$ cat config.mk
export PLATFORM = sky130hd
export DESIGN_NAME = burst_reader
export DESIGN_NICKNAME = d
export VERILOG_FILES = /design/src/icache_pkg.sv /design/src/burst_reader.sv
export SDC_FILE = /design/constraint.sdc
export NUM_CORES = 1
export LEC_CHECK = 0
export ABC_AREA = 1
export BUFFER_PORTS_ARGS = -buffer_cell sky130_fd_sc_hd__clkbuf_2
export CAP_MARGIN = 15
export CORE_MARGIN = 2
export CORE_UTILIZATION = 27
export CTS_BUF_LIST = sky130_fd_sc_hd__clkbuf_4
export CTS_CLUSTER_DIAMETER = 150
export CTS_CLUSTER_SIZE = 24
export DETAILED_ROUTE_END_ITERATION = 16
export GPL_ROUTABILITY_DRIVEN = 1
export PLACE_DENSITY_LB_ADDON = 0.08
export SLEW_MARGIN = 20
export SYNTH_ARGS = -nofsm -noshare
export SYNTH_HDL_FRONTEND = slang
export SYNTH_SLANG_ARGS = --single-unit
$ cat constraint.sdc
create_clock -name clk -period 1 [get_ports clk]
set_input_delay 0.1 -clock clk [delete_from_list [all_inputs] [get_ports clk]]
set_output_delay 0.1 -clock clk [all_outputs]
set_load 0.1 [all_outputs]
$ cat src/icache_pkg.sv
`default_nettype none

package icache_pkg;

    // cache geometry
    localparam int INDEX_WIDTH     = 5;
    localparam int OFFSET_WIDTH    = 5;
    localparam int WORD_BITS       = OFFSET_WIDTH - 2;
    localparam int LINE_WORDS      = 1 << WORD_BITS;
    localparam int TAG_WIDTH       = 32 - INDEX_WIDTH - OFFSET_WIDTH;
    localparam int SET_NUM         = 1 << INDEX_WIDTH;
    localparam int LINE_ADDR_WIDTH = TAG_WIDTH + INDEX_WIDTH;  // tag and index, 27 bits

    // two ways only, replacement relies on one lru bit per set
    localparam int WAY_NUM = 2;

    // cpu byte address split into cache fields
    typedef struct packed {
        logic [TAG_WIDTH-1:0]   tag;
        logic [INDEX_WIDTH-1:0] index;
        logic [WORD_BITS-1:0]   word;
        logic [1:0]             byte_off;
    } fetch_addr_t;

    // answer from the core to the fetch port
    typedef struct packed {
        logic [31:0] word1;
        logic [31:0] word2;
        logic        has_second;  // low for the last word of a line
    } fetch_rsp_t;

    // one accepted read beat of a line fill
    typedef struct packed {
        logic [31:0]          data;
        logic [WORD_BITS-1:0] idx;
        logic                 last;
    } refill_beat_t;

    typedef enum logic [1:0] {
        IDLE,
        LOOKUP,
        REFILL,
        RESPOND
    } ctrl_state_e;

endpackage

`default_nettype wire

$ cat src/burst_reader.sv
`timescale 1ns/100ps
`default_nettype none

module burst_reader (
    input  wire                        clk,
    input  wire                        rst,

    // request from the core
    input  wire                        refill_req,
    input  wire [icache_pkg::LINE_ADDR_WIDTH-1:0] refill_line,
    output logic                       beat_valid,
    output icache_pkg::refill_beat_t   beat,
    output logic                       refill_done,

    // read address channel
    output logic [31:0]                araddr,
    output logic [3:0]                 arlen,
    output logic                       arvalid,
    input  wire                        arready,

    // read data channel
    input  wire [31:0]                 rdata,
    input  wire                        rlast,
    input  wire                        rvalid,
    output logic                       rready
);
    import icache_pkg::*;

    logic                 addr_pend;   // address phase
    logic                 data_phase;  // address taken, beats coming
    logic [WORD_BITS-1:0] beat_cnt;
    logic                 addr_hs;
    logic                 data_hs;

    assign addr_hs = arvalid && arready;
    assign data_hs = rvalid && rready;

    always_ff @(posedge clk) begin
        if (rst) begin
            addr_pend  <= 1'b0;
            data_phase <= 1'b0;
        end else begin
            // refill_req is still high in the rlast cycle, data_phase blocks a restart
            if (refill_req && !addr_pend && !data_phase) begin
                addr_pend <= 1'b1;
            end else if (addr_hs) begin
                addr_pend <= 1'b0;
            end

            if (addr_hs) begin
                data_phase <= 1'b1;
            end else if (data_hs && rlast) begin
                data_phase <= 1'b0;
            end
        end
    end

    // word position of the next beat
    always_ff @(posedge clk) begin
        if (rst) begin
            beat_cnt <= '0;
        end else if (data_hs) begin
            beat_cnt <= rlast ? '0 : beat_cnt + 1'b1;
        end
    end

    assign araddr  = {refill_line, {OFFSET_WIDTH{1'b0}}};  // line aligned
    assign arlen   = 4'(LINE_WORDS - 1);
    assign arvalid = addr_pend;
    assign rready  = data_phase;

    // beats go to the core in the cycle they are accepted
    assign beat_valid  = data_hs;
    assign refill_done = data_hs && rlast;

    always_comb begin
        beat.data = rdata;
        beat.idx  = beat_cnt;
        beat.last = rlast;
    end

endmodule

`default_nettype wire

==> impl_metrics.py <==
metrics = {
    "yosys": {
        "synth_cells": 104,
        "ys_types": 15,
        "synth_flop_cell": "dfxtp_1",
        "netlist_area_um2": 760.7,
        "synth_top_area_share_pct": 68.09,
        "synthTopCellsByArea": "buf_4 68%, dfxtp_1 13%, nand2_1 3.5%, inv_1 3.0%, nand3_1 2.0%",
        "synth_seq_area_share_pct": 13.16,
        "synth_commonest_cells": "69 x buf_4, 7 x nand2_1, 6 x inv_1",
        "avgSynthCellArea_um2": 7.315,
        "ys_warn_count": 0,
        "synth_most_common_cell": "buf_4",
        "async_flop_share_pct": 0,
        "synth.largest_area_cell": "buf_4",
        "synth_edf_count": 0,
        "ys_seq_elements": 5,
    },
    "floorplan": {
        "pin_count": 141,
        "dieArea_um2": 3258,
        "fp.dieW_um": 57.08,
        "initial_core_util_pct": 28.07,
        "core_um2": 2710,
        "row_count": 19,
        "die_y_um": 57.08,
    },
    "global_routing": {
        "grt_pass1_vias": 371,
        "gr-usage-all-layers_pct": 6.554,
        "grt-ovfl-total": 0,
        "grt_max_degree": 6,
        "antenna_found_initial": 0,
        "grt_pass1_wl_mm": 1.649,
    },
    "setup_path": {
        "required_ns": 0.90,
        "cp-end-kind": "primary output",
        "cp_max_fo": 5,
        "arrival_ns": 0.94,
        "slowest_delay_ns": 0.37,
        "cp-start-kind": "flop",
        "critPathKind": "reg2out",
        "crit_chain": "buf_4 -> buf_12",
        "reg2reg_slack_ns": 0.12,
        "slowest_stage": "dfxtp_4",
    },
    "cts": {
        "cts_hold_buf": 0,
        "cts_made_buffers": 3,
        "clockBufferDepth": 2,
        "cts_max_level": 1,
        "clock_latency_ns": 0.24,
        "cts.sinks": 5,
        "cts_tree": "done",
        "cts-root-buf": "clkbuf_4",
        "path_clk_slew_ns": 0.04,
    },
    "detailed_routing": {
        "wl_mm": 1.089,
        "routed_via_density": 3.957,
        "ant_nets": 0,
        "wire_per_inst_um": 11.84,
        "drtIter0Drc": 5,
        "drt_first_pass_iters": 4,
        "num_vias": 364,
        "drc": 0,
    },
    "layout": {
        "multi_input_area_um2": 176.4,
        "final_util_pct": 22.21,
        "final_area_um2": 601.8,
        "fillerInstances": 297,
        "regArea_um2": 113.9,
        "diodes": 0,
        "drive_gt1_share_pct": 50.82,
        "syn2layout_area_growth_pct": -20.89,
        "fin_nets": 128,
    },
    "outcome": {
        "status": "complete, but fails checks",
        "failed_checks": "setup timing",
    },
    "pwr": {
        "totalPowerFinal_uw": 880.7,
        "power_leakage_uw": 0.0002649,
        "peakVddDrop_uv": 493.3,
        "p_per_area_nw_per_um2": 1463,
    },
    "sta": {
        "setup_viol": 3,
        "rsz0062_at_grt": "true",
        "period_minus_slack_ns": 1.039,
        "finalClockSkew_ns": 0.0003403,
        "clock.fmax_ghz": 0.9620,
        "layout_setup_ws_ns": -0.03945,
        "min_period_over_period_pct": 103.9,
        "hold_viol": 0,
        "maxSlewViolCount": 0,
    },
    "run": {
        "drv_cap": 0,
    },
    "placement": {
        "portBuffers": 13,
        "dp_hpwl_um": 864.4,
        "post_dp_cell_area_um2": 549.3,
        "gp_congestion": 0.6301,
    },
    "worst_hold_path": {
        "hold_class": "in2reg",
    },
}
==> stage by stage <==
step           hold slack, ns  setup TNS, ns  cells  setup slack (ns)
2_1_floorplan          0.1998        -0.2830    111           -0.1878
3_5_place_dp           0.2007              0     86            0.1221
3_3_place_gp           0.2007              0     86            0.1179
6_report              0.07708        -0.1097     92          -0.03945
4_1_cts               0.06896        -0.1463     92          -0.05371
5_1_grt               0.08514        -0.2184     92          -0.07757
==> power breakdown <==
part	switching [uW]	internal, uW
registers	18.1	209
clock network	81.5	178
logic	307	87.1
==> layout make-up <==
cell class                 count  area share, %
clock buffer                   4          4.990
inverter                       7          7.069
multi-input combinational     30          29.31
sequential                     5          18.92
tap                           31          6.445
timing repair buffer          15          33.26
==> worst max-delay path, delay by kind of cell (launching register included) <==
family   cells  cell delay (ns)
buf+inv      2             0.32
flops        1             0.37
==> logic make-up after synthesis <==
group	count (synthesis)	synth area share (%)
adders and majority gates	1	1.644
other	2	0.9872
DFF	5	13.16
buffers and inverters	76	71.71
and+or+nand+nor	16	9.375
AOI/OAI and AO/OA	4	3.123
==> cell usage in the layout (no fill, tap or decap), drive strengths merged <==
cell	instances
buf	10
conb	9
nand2	9
clkbuf	9
inv	5
dfxtp	5
nor2	3
nand3	3
a21oi	2
o21ai	2
clkinv	1
clkinvlp	1
nand4	1
ha	1
==> routing by layer <==
metal | global-route usage (%) | vias up | routed length (um)
li1 | - | 150 | -
met5 | 0 | - | 0
met4 | 6.977 | 0 | 59
met2 | 8.210 | 43 | 420
met3 | 6.122 | 18 | 249
met1 | 5.817 | 153 | 359
==> final timing paths <==
check | start | to | cells past startpoint
worst max-delay path | rready$_SDFFE_PP0P_ | rready | 2
worst min-delay path | rst | rready$_SDFFE_PP0P_ | 2
worst max register to register | rready$_SDFFE_PP0P_ | beat_cnt[2]$_SDFFE_PP0P_ | 4
worst min register to register | arvalid$_SDFFE_PP0P_ | arvalid$_SDFFE_PP0P_ | 2
==> registers in the layout, indices dropped and copies added (netlist names) <==
| name | flops |
|---|---|
| arvalid | 1 |
| rready | 1 |
| beat_cnt | 3 |
==> timing repair <==
item,4_1_cts,5_1_grt
endpoints found under the setup margin,2,3
resized for setup,1,0
setup buffers,2,0
No activity file was read; power rests on OpenSTA's default activity.
