### config.mk
export PLATFORM = sky130hd
export DESIGN_NAME = fetch_port
export DESIGN_NICKNAME = d
export VERILOG_FILES = /design/src/icache_pkg.sv /design/src/fetch_port.sv
export SDC_FILE = /design/constraint.sdc
export NUM_CORES = 1
export LEC_CHECK = 0
export BUFFER_PORTS_ARGS = -buffer_cell sky130_fd_sc_hd__buf_2
export CORE_ASPECT_RATIO = 0.6
export CORE_MARGIN = 5
export CORE_UTILIZATION = 40
export CTS_BUF_LIST = sky130_fd_sc_hd__clkbuf_8
export CTS_CLUSTER_DIAMETER = 60
export CTS_CLUSTER_SIZE = 8
export DETAILED_ROUTE_END_ITERATION = 8
export PLACE_DENSITY = 0.75
export SYNTH_ARGS = -nofsm -noshare
export SYNTH_HDL_FRONTEND = slang
export SYNTH_SLANG_ARGS = --single-unit
### constraint.sdc
create_clock -name clk -period 2.1 [get_ports clk]
set_input_delay 0.21 -clock clk [delete_from_list [all_inputs] [get_ports clk]]
set_output_delay 0.21 -clock clk [all_outputs]
set_load 0.01 [all_outputs]
### src/icache_pkg.sv
`default_nettype none

package icache_pkg;

    // cache geometry
    localparam int INDEX_WIDTH     = 5;
    localparam int OFFSET_WIDTH    = 5;
    localparam int WORD_BITS       = OFFSET_WIDTH - 2;
    localparam int LINE_WORDS      = 1 << WORD_BITS;
    localparam int TAG_WIDTH       = 32 - INDEX_WIDTH - OFFSET_WIDTH;
    localparam int SET_NUM         = 1 << INDEX_WIDTH;
    localparam int LINE_ADDR_WIDTH = TAG_WIDTH + INDEX_WIDTH;  // tag and index, 27 bits

    // two ways only, replacement relies on one lru bit per set
    localparam int WAY_NUM = 2;

    // cpu byte address split into cache fields
    typedef struct packed {
        logic [TAG_WIDTH-1:0]   tag;
        logic [INDEX_WIDTH-1:0] index;
        logic [WORD_BITS-1:0]   word;
        logic [1:0]             byte_off;
    } fetch_addr_t;

    // answer from the core to the fetch port
    typedef struct packed {
        logic [31:0] word1;
        logic [31:0] word2;
        logic        has_second;  // low for the last word of a line
    } fetch_rsp_t;

    // one accepted read beat of a line fill
    typedef struct packed {
        logic [31:0]          data;
        logic [WORD_BITS-1:0] idx;
        logic                 last;
    } refill_beat_t;

    typedef enum logic [1:0] {
        IDLE,
        LOOKUP,
        REFILL,
        RESPOND
    } ctrl_state_e;

endpackage

`default_nettype wire

### src/fetch_port.sv
`timescale 1ns/100ps
`default_nettype none

module fetch_port (
    input  wire                      clk,
    input  wire                      rst,

    // cpu side
    input  wire                      cpu_req,
    input  wire [31:0]               cpu_addr,
    output logic                     addr_ok,
    output logic                     data_ok1,
    output logic                     data_ok2,
    output logic [31:0]              rdata1,
    output logic [31:0]              rdata2,

    // core side
    output logic                     lookup_valid,
    output icache_pkg::fetch_addr_t  lookup_addr,
    input  wire                      rsp_valid,
    input  wire icache_pkg::fetch_rsp_t rsp
);
    import icache_pkg::*;

    logic busy;  // one fetch in flight

    // accept straight away when nothing is outstanding
    assign addr_ok = cpu_req && !busy;

    always_ff @(posedge clk) begin
        if (rst) begin
            busy         <= 1'b0;
            lookup_valid <= 1'b0;
            data_ok1     <= 1'b0;
            data_ok2     <= 1'b0;
        end else begin
            lookup_valid <= addr_ok;
            data_ok1     <= rsp_valid;
            data_ok2     <= rsp_valid && rsp.has_second;

            if (addr_ok) begin
                busy <= 1'b1;
            end else if (data_ok1) begin
                busy <= 1'b0;  // response has reached the cpu
            end
        end
    end

    // cpu may change its address after addr_ok, keep our own copy
    always_ff @(posedge clk) begin
        if (addr_ok) begin
            lookup_addr <= fetch_addr_t'(cpu_addr);
        end
    end

    // response words, held until the next answer
    always_ff @(posedge clk) begin
        if (rsp_valid) begin
            rdata1 <= rsp.word1;
            rdata2 <= rsp.has_second ? rsp.word2 : 32'd0;
        end
    end

endmodule

`default_nettype wire

==> summary.md, run 1 <==
| Metric | Value |
|---|---|
| Area Growth Syn to Fin | `58.09%` |
| Clk Latency, worst-skew pair | `0.35 ns` |
| Power Density | `808.6 nW/µm²` |
| Synth unique cells | `9` |
| CTS Sinks | `100` |
| Die width | `126.5 µm` |
| R2r endpoint | `lookup_addr[1]` |
| GRT overflow | `0` |
| Max-cap violations | `0` |
| Global-route wire length before repair | `11290 µm` |
| Rel. slew slack | `71.93%` |
| Hold path depth | `1` |
| Final WS setup | `0.3722 ns` |
| Root Driver | `clkbuf_8` |
| Endpoints failing hold | `0` |
| RePlAce Congestion | `0.7691` |
| Clock Skews | `0.005588 ns` |
| Initial Utilization | `41.15%` |
| Share of layout cells above drive strength 1 | `61.12%` |
| ANT cells | `0` |
| Row cnt | `25` |
| # fillers | `585` |
| GRT Total Usage | `14.90%` |
| Post CTS Setup Buffer Count | `0` |
| Status | `complete, no violations` |
| Most frequent cells in the layout | `buf_2, edfxtp_1, dlygate4sd3_1` |
| CP cell instances | `nand2b_1, inv_1, buf_4, buf_2` |
| P_leak | `2.218 nW` |
| Slew @ Worst Pin | `0.4210 ns` |
| Final setup TNS | `0 ns` |
| DP Area | `4405 µm²` |
| Flops & latches, synth | `100` |
| Launch point of the worst path | `busy` |
| Combinational fraction of design power | `11.6%` |
| HP Start | `cpu_addr[28]` |
| Remaining DRCs | `0` |
| Net Count, Synth | `243` |
| Hold endpoint | `lookup_addr[28]` |
| Flop-to-flop setup slack | `0.81 ns` |
| P_int | `3.261 mW` |
| Leading cell type in the layout, fill and taps excluded | `buf_2` |
| Initial DRC count | `114` |
| Routed WL | `8341 µm` |
| CP Class | `register to output port` |
| H-tree depth | `3` |
| CP arrival | `1.52 ns` |
| Post-synthesis adder-cell area fraction | `0%` |
| Fmax | `578.8 MHz` |
| Routed Antenna Nets | `0` |
| Max-slew violations | `0` |
| NetSw | `902.2 µW` |
| Flop pwr share | `57.2%` |
| Via count | `2204` |
| Detailed-route vias per instance | `4.263` |
| Worst-path clk slew | `0.09 ns` |
| Endpoints failing setup | `0` |
| Syn. warnings | `0` |
| Largest family of logic cells by synthesized area | `simple AND/OR/NAND/NOR gates` |
| Dpl ws | `0.7559 ns` |
| Largest net degree at the start of global routing | `66` |
| R2R depth | `3` |
| TritonCTS clock tree | `done` |
| CP max stage delay | `0.37 ns` |
| Number of global-route vias before repair | `2101` |
| Sw Ratio | `21.67%` |
| CP endpoint kind | `output port` |
| Nets | `506` |
| Compound-cell area share of the yosys netlist | `0.1537%` |
| Unrepaired setup endpoints after global routing | `no` |
| Buffers on Ports | `200` |
| Worst setup SP type | `register` |
| CP required | `1.89 ns` |
| DR pass1 iterations | `4` |
| Clk buf depth | `2` |
| Wire per inst | `16.13 µm` |
| R2r startpoint | `busy` |
| Synth Area in Simple Gates | `8.298%` |
| Sequential fraction of the synthesis area | `90.97%` |
| Die area | `10110 µm²` |
| Die H | `79.90 µm` |
| Fin area | `5149 µm²` |
| Worst hold-check path type | `primary input to register` |
| Worst-path maximum fanout | `33` |
| Post-synthesis xor/xnor area fraction | `0%` |
| Period utilization | `82.27%` |
| Initial antenna violation count | `0` |
| Syn Inst Count | `142` |
| IO Count | `201` |
| Portion of netlist area occupied by mux cells | `0%` |
| Post-Syn Area | `3257 µm²` |
| CTS buffer count | `9` |
| Avg Inst Size Synth | `22.94 µm²` |
| Core Region | `7914 µm²` |
| Tmin final | `1.728 ns` |
| VDD IR max | `0.4936 mV` |
| Worst-path cell with the longest stage delay | `buf_4` |
| Clock Power Share | `31.2%` |
flip-flops by register name, summed over array words and instances, names as in the netlist:
| signal | cells |
|---|---|
| rdata1 | 32 |
| lookup_addr | 32 |
| data_ok1 | 1 |
| busy | 1 |
| data_ok2 | 1 |
| rdata2 | 32 |
| lookup_valid | 1 |
per-stage QoR:
stage	power, mW	hold WS [ns]	cells	util (%)
after floorplan	2.560	0.2791	142	-
after global placement	2.815	0.3863	449	55.67
after detailed placement	2.832	0.3881	449	55.67
after CTS	4.142	0.00009340	468	58.86
after global routing	4.362	-0.0003543	517	65.06
final	4.163	0.03331	517	65.06
routing by layer:
layer / part of all wire [%] / GRT usage (%) / vias up
met3: 10 / 8.088 / 9
li1: - / - / 1050
met5: 0 / 0 / -
met4: 0.92 / 4.176 / 0
met1: 39 / 16.91 / 1030
met2: 50 / 24.63 / 115
power groups by stage:
stage | combinational [mW] | sequential (mW) | clock (mW)
final | 0.481 | 2.38 | 1.30
after global routing | 0.519 | 2.40 | 1.45
after CTS | 0.412 | 2.38 | 1.35
after detailed placement | 0.406 | 2.43 | 0
after global placement | 0.396 | 2.42 | 0
after floorplan | 0.0506 | 2.51 | 0
cells in the mapped netlist, drive strengths merged:
master | instances | area share (%)
edfxtp | 96 | 89
and2 | 33 | 7.6
dfxtp | 4 | 2.5
clkbuf | 3 | 0.46
nand2b | 2 | 0.38
a21oi | 1 | 0.15
inv | 1 | 0.12
nor2 | 1 | 0.12
nor2b | 1 | 0.19
critical path: cells and delay by family, from the launching register on:
kind | cells | cell delay [ns]
buffers and inverters | 3 | 0.66
and+or+nand+nor | 1 | 0.18
DFF | 1 | 0.32
how the worst max path moves through the flow:
| stage | cells past startpoint | slack, ns | endpoint |
|---|---|---|---|
| after CTS | 4 | 0.35 | addr_ok |
| after global routing | 4 | 0.23 | addr_ok |
| after global placement | 4 | 0.81 | addr_ok |
| after detailed placement | 4 | 0.76 | addr_ok |
| after floorplan | 2 | 0.56 | lookup_addr[0] |
| final | 4 | 0.37 | addr_ok |
cell families (layout without fill, tap and decap cells):
| logic type | after synthesis | after routing |
|---|---|---|
| flip-flops | 100 | 100 |
| AND/OR/NAND/NOR | 37 | 37 |
| buffers and inverters | 4 | 271 |
| AO/OA/AOI/OAI | 1 | 1 |
layout make-up:
type                    instances  area [µm²]  share of cell area, %
clock buffers                   9       123.9                  2.406
clock inverters                 6       88.84                  1.725
inverters                       1       3.754                0.07290
multi-input cells              38       275.3                  5.346
flip-flops and latches        100        2963                  57.55
well taps                     108       135.1                  2.625
repair buffers                255        1559                  30.28
what timing repair did:
item,in CTS,in global routing
endpoints found under the hold margin,4,49
hold buffers,4,49
resized for setup,0,0
Power figures use the tool's default switching activity.
==> run 2: changes to the inputs <==
--- a/config.mk
+++ b/config.mk
@@ -5,6 +5,7 @@
 export SDC_FILE = /design/constraint.sdc
 export NUM_CORES = 1
 export LEC_CHECK = 0
+export ABC_AREA = 1
 export BUFFER_PORTS_ARGS = -buffer_cell sky130_fd_sc_hd__buf_2
 export CORE_ASPECT_RATIO = 0.6
 export CORE_MARGIN = 5
@@ -13,7 +14,7 @@
 export CTS_CLUSTER_DIAMETER = 60
 export CTS_CLUSTER_SIZE = 8
 export DETAILED_ROUTE_END_ITERATION = 8
-export PLACE_DENSITY = 0.75
+export PLACE_DENSITY = 0.78
 export SYNTH_ARGS = -nofsm -noshare
 export SYNTH_HDL_FRONTEND = slang
 export SYNTH_SLANG_ARGS = --single-unit
==> constraint.sdc (replaced) <==
create_clock -name clk -period 1.4 [get_ports clk]
set_input_delay 0.14 -clock clk [delete_from_list [all_inputs] [get_ports clk]]
set_output_delay 0.14 -clock clk [all_outputs]
set_load 0.01 [all_outputs]
==> run 2 against run 1 <==
First-iteration DRC count decreased by 19%; synthesized area increased by 2.2%; clock-buffer cell count unchanged; final cell count increased by 12%; worst setup slack got worse by 0.24 ns; combinational power increased by 73%; clock skew decreased by 0.0015 ns.
==> summary.md, run 2 <==
| Metric | Value |
|---|---|
| Multi-input gate area | `168.9 µm²` |
| Clk Latency, worst-skew pair | `0.35 ns` |
| Worst-path cell with the longest stage delay | `dfxtp_1` |
| Wire per inst | `15.44 µm` |
| H-tree depth | `3` |
| Post-route non-filler standard cell count | `577` |
| Post-Syn Area | `3328 µm²` |
| Period utilization | `90.86%` |
| Global-route wire length before repair | `12920 µm` |
| Remaining DRCs | `0` |
| GRT Total Usage | `16.97%` |
| Worst-path maximum fanout | `10` |
| Power Density | `1170 nW/µm²` |
| CP max stage delay | `0.36 ns` |
| Largest regs | `lookup_addr (32), rdata1 (32), rdata2 (32)` |
| Syn Inst Count | `181` |
| CP cell instances | `nor2_4, buf_12, buf_2` |
| Synth unique cells | `10` |
| Initial antenna violation count | `0` |
| Flops & latches, synth | `100` |
| Tmin final | `1.272 ns` |
| Initial DRC count | `92` |
| Critical path buffers and inverters | `2` |
| Endpoints failing setup | `0` |
| CP arrival | `1.13 ns` |
| Via count | `2429` |
| Die H | `80.66 µm` |
| Avg Inst Size Synth | `18.39 µm²` |
| Unrepaired setup endpoints after global routing | `no` |
| Reg area | `2963 µm²` |
| Endpoints failing hold | `0` |
| Worst hold-check path type | `primary input to register` |
| Clk buf depth | `2` |
| TritonCTS clock tree | `done` |
| Rel. slew slack | `76.48%` |
| DP Area | `4471 µm²` |
| Max-slew violations | `0` |
| Routed Antenna Nets | `0` |
| Initial Utilization | `41.73%` |
| Dpl ws | `0.4018 ns` |
| Detailed-route vias per instance | `4.210` |
| Final core occ | `68.02%` |
| GRT overflow | `0` |
| Final setup TNS | `0 ns` |
| Largest cells by area after synthesis | `edfxtp_1, inv_1, nand2_1, dfxtp_1, nand2_2` |
| Routed WL | `8908 µm` |
| Post-synthesis xor/xnor area fraction | `0%` |
| Area leader, netlist | `edfxtp_1` |
| Status | `complete, no violations` |
| Largest family of logic cells by synthesized area | `buffers and inverters` |
| RePlAce Congestion | `0.7682` |
| Synth async-reset ratio | `0%` |
| P_leak | `2.578 nW` |
| CP required | `1.26 ns` |
| Synth Area in Simple Gates | `4.850%` |
| Fmax | `786.2 MHz` |
| Net Count, Synth | `282` |
| Largest net degree at the start of global routing | `67` |
| Final WS setup | `0.1280 ns` |
| Compound-cell area share of the yosys netlist | `0%` |
| Post-synthesis adder-cell area fraction | `0%` |
| CP endpoint kind | `output port` |
| Die width | `127.8 µm` |
| IO Count | `201` |
| Number of global-route vias before repair | `2495` |
| Main synth FF type | `edfxtp_1` |
| VDD IR max | `0.7678 mV` |
| Worst-path clk slew | `0.09 ns` |
| Row cnt | `25` |
| Count leader, synth | `edfxtp_1` |
| Sequential fraction of the synthesis area | `89.02%` |
| Synth top area share | `86.62%` |
| Core Region | `7976 µm²` |
| DPL Wire Length | `5826 µm` |
| DR pass1 iterations | `4` |
| CP top delay family | `flip-flops` |
| Area Growth Syn to Fin | `63.01%` |
| Fin area | `5425 µm²` |
| Clock Skews | `0.004118 ns` |
| Leading cell type in the layout, fill and taps excluded | `buf_2` |
| # fillers | `570` |
| CTS Sinks | `100` |
| Buffers on Ports | `200` |
| CTS buffer count | `9` |
| Syn. warnings | `0` |
| Die area | `10300 µm²` |
| Share of layout cells above drive strength 1 | `49.47%` |
| Placed cells | `488` |
| Worst setup SP type | `register` |
| ANT cells | `0` |
| Post-synth EDFFs | `96` |
| Most frequent cells in the layout | `buf_2, edfxtp_1, dlygate4sd3_1` |
| Top cells by instance count after synthesis | `edfxtp_1, inv_1, nand2_1` |
| Root Driver | `clkbuf_8` |
| Nets | `566` |
| CP Class | `register to output port` |
| Portion of netlist area occupied by mux cells | `0%` |
| Max-cap violations | `0` |
| Slew @ Worst Pin | `0.3528 ns` |
-- run 2: cell types whose count changed after synthesis, moves of 2 or more --
cell	previous run	this run
nand3_1	0	2
nand2b_1	2	0
nand2_2	0	5
and2_2	33	0
nand2_1	0	29
clkbuf_2	3	0
buf_8	0	2
nor2_1	1	3
inv_1	1	38
-- run 2: final timing paths --
path,start,endpoint,slack [ns],depth (start not counted)
worst max-delay path,busy,addr_ok,0.13,3
worst min-delay path,rsp[3],rdata2[2],0.04,3
worst max register to register,busy,lookup_addr[22],0.30,2
worst min register to register,data_ok1,busy,0.55,3
-- run 2: final cells by class --
type / instances / share of cell area, %
sequential: 100 / 54.61
timing repair buffer: 277 / 33.26
multi-input combinational: 39 / 3.113
inverter: 38 / 2.629
tap: 108 / 2.491
clock buffer: 9 / 2.283
clock inverter: 6 / 1.614
-- run 2: kinds of logic after synthesis --
group	Yosys count
DFF	100
buffers and inverters	42
and+or+nand+nor	39
-- run 2: worst reg2reg max path, cell delays in order (launching register included) --
cell and delay [ns]:
dfxtp_1 0.36, nor2_4 0.15, bufbuf_16 0.32
-- run 2: metrics by stage --
step / power (mW) / hold WS, ns
2_1_floorplan: 3.875 / 0.2112
3_3_place_gp: 4.266 / 0.3170
3_5_place_dp: 4.298 / 0.3181
4_1_cts: 6.400 / 0.01351
5_1_grt: 6.625 / 0.02102
6_report: 6.346 / 0.04061
-- run 2: timing repair --
action / in CTS / in global routing
pin swaps: 0 / 1
setup endpoints to repair: 1 / 1
hold buffers: 65 / 0
setup buffers: 0 / 8
hold endpoints to repair: 66 / 0
gates resized for setup: 0 / 0
cloned: 1 / 0
-- run 2: layer usage --
| metal | global-route usage [%] | part of all wire, % | vias to the layer above |
|---|---|---|---|
| li1 | - | - | 1173 |
| met1 | 18.67 | 37 | 1125 |
| met2 | 29.70 | 51 | 119 |
| met3 | 7.508 | 11 | 12 |
| met4 | 5.403 | 1.5 | 0 |
| met5 | 0 | 0 | - |
-- run 2: where the power goes --
group          switching (mW)  leakage (nW)  internal [mW]
registers              0.0616         0.961           3.53
clock network           0.928        0.0994          0.996
logic                   0.395          1.52          0.438
==> run 3: changes to the inputs <==
--- a/config.mk
+++ b/config.mk
@@ -14,7 +14,7 @@
 export CTS_CLUSTER_DIAMETER = 60
 export CTS_CLUSTER_SIZE = 8
 export DETAILED_ROUTE_END_ITERATION = 8
-export PLACE_DENSITY = 0.78
+export PLACE_DENSITY = 0.86
 export SYNTH_ARGS = -nofsm -noshare
 export SYNTH_HDL_FRONTEND = slang
 export SYNTH_SLANG_ARGS = --single-unit
==> run 3 against run 2 <==
Cell area decreased by 1.7%; critical path depth stayed put; utilization decreased by 1.2 points; clock power decreased by 12%; combinational power fell by 4.0%; sequential share of layout area up 0.95 points; worst hold slack lost 0.0040 ns; final cell count shrank 0.87%; non-clock buffer count shrank 6; global-route usage up 0.051 points; sequential cell count unchanged; power shrank 4.4%.
==> summary.md, run 3 (synthesis results as in run 2) <==
| Metric | Value |
|---|---|
| Status | `complete, no violations` |
| GRT Total Usage | `17.02%` |
| Number of global-route vias before repair | `2469` |
| Initial DRC count | `139` |
| Wire per inst | `15.47 µm` |
| RePlAce Congestion | `0.7797` |
| Final setup TNS | `0 ns` |
| Root Driver | `clkbuf_8` |
| # fillers | `561` |
| Dpl ws | `0.4094 ns` |
| DR pass1 iterations | `4` |
| Row cnt | `25` |
| Post-route non-filler standard cell count | `572` |
| Worst hold-check path type | `primary input to register` |
| Worst-path clk slew | `0.10 ns` |
| Rel. slew slack | `77.61%` |
| Clk Latency, worst-skew pair | `0.35 ns` |
| Final core occ | `66.85%` |
| Buffers on Ports | `200` |
| R2r startpoint | `busy` |
| H-tree depth | `3` |
| Launch point of the worst path | `busy` |
| Initial Utilization | `41.73%` |
| DPL Wire Length | `6182 µm` |
| Core Region | `7976 µm²` |
| Clock Skews | `0.001333 ns` |
| Global-route wire length before repair | `12860 µm` |
| Endpoints failing hold | `0` |
| Via count | `2396` |
| VDD IR max | `0.8165 mV` |
| Worst setup SP type | `register` |
| CTS Sinks | `100` |
| Unrepaired setup endpoints after global routing | `no` |
| Die area | `10300 µm²` |
| Final WS setup | `0.1134 ns` |
| Most frequent cells in the layout | `buf_2, edfxtp_1, dlygate4sd3_1` |
| Post-cts resize count | `0` |
| TritonCTS clock tree | `done` |
| Period utilization | `91.90%` |
| CP endpoint kind | `output port` |
| Detailed-route vias per instance | `4.189` |
| Largest net degree at the start of global routing | `43` |
| Nets | `560` |
| CTS buffer count | `9` |
| Largest regs | `lookup_addr (32), rdata1 (32), rdata2 (32)` |
| Routed WL | `8850 µm` |
| HP Start | `rsp[2]` |
| CP required | `1.26 ns` |
| P_leak | `2.531 nW` |
| Die H | `80.66 µm` |
| CP arrival | `1.15 ns` |
| Tmin final | `1.287 ns` |
| CP Class | `register to output port` |
| Share of layout cells above drive strength 1 | `49.03%` |
| Die width | `127.8 µm` |
| Leading cell type in the layout, fill and taps excluded | `buf_2` |
| Remaining DRCs | `0` |
| Area Growth Syn to Fin | `60.23%` |
| Slew @ Worst Pin | `0.3359 ns` |
| Worst-path maximum fanout | `17` |
| Placed cells | `489` |
| Clk buf depth | `2` |
| Routed Antenna Nets | `0` |
| Max-slew violations | `0` |
| Power, Total | `6.068 mW` |
| Power Density | `1138 nW/µm²` |
| Initial antenna violation count | `0` |
| Endpoints failing setup | `0` |
| Fmax | `777.3 MHz` |
| GRT overflow | `0` |
| IO Count | `201` |
| Max-cap violations | `0` |
## run 3: cell count changes in the layout (fill, tap and decap cells not counted)
| cell | change |
|---|---|
| bufinv_16 | -2 |
| diode_2 | +1 |
| clkbuf_16 | +1 |
| clkinv_4 | +3 |
| buf_4 | -5 |
| inv_8 | +2 |
| clkinv_1 | -1 |
| clkinvlp_4 | -2 |
| bufbuf_16 | -1 |
| buf_12 | -1 |
## run 3: repair_timing
action	4_1_cts	5_1_grt
endpoints found under the hold margin	66	0
setup endpoints to repair	0	1
buffers inserted	0	1
hold buffers	65	0
## run 3: worst paths after layout
check	to	slack [ns]	cells past startpoint
setup reg to reg	lookup_addr[11]	0.32	3
setup / recovery	addr_ok	0.11	3
hold reg to reg	busy	0.51	3
hold / removal	rdata2[1]	0.04	3
## run 3: layout make-up
class	count	area, µm²	share of cell area, %
diodes	1	2.502	0.04693
clock buffers	9	123.9	2.323
clock inverters	6	57.56	1.079
inverters	38	142.6	2.675
multi-input cells	39	168.9	3.168
flip-flops and latches	100	2963	55.56
well taps	108	135.1	2.534
repair buffers	271	1739	32.61
## run 3: stage by stage
stage	hold slack, ns	area, µm²
after floorplan	0.2112	3336
after global placement	0.3165	4466
after detailed placement	0.3181	4466
after CTS	0.009928	5298
after global routing	0.01103	5330
final	0.03666	5333
## run 3: worst max-delay path: stages (launching register included)
cell,delay [ns]
dfxtp_1,0.36
nor2_4,0.13
buf_12,0.16
buf_2,0.14
## run 3: power breakdown
part / switching, mW / leakage, nW / internal [mW]
Clock: 1.00 / 0.0937 / 0.677
Sequential: 0.0638 / 0.961 / 3.53
Combinational: 0.392 / 1.48 / 0.408
Total: 1.46 / 2.53 / 4.61
## run 3: routing by layer
layer / track usage (%) / up-vias / part of all wire [%]
met3: 8.439 / 10 / 12
met4: 5.297 / 0 / 1.0
met1: 17.05 / 1091 / 34
li1: - / 1165 / -
met2: 31.16 / 130 / 53
met5: 0 / - / 0
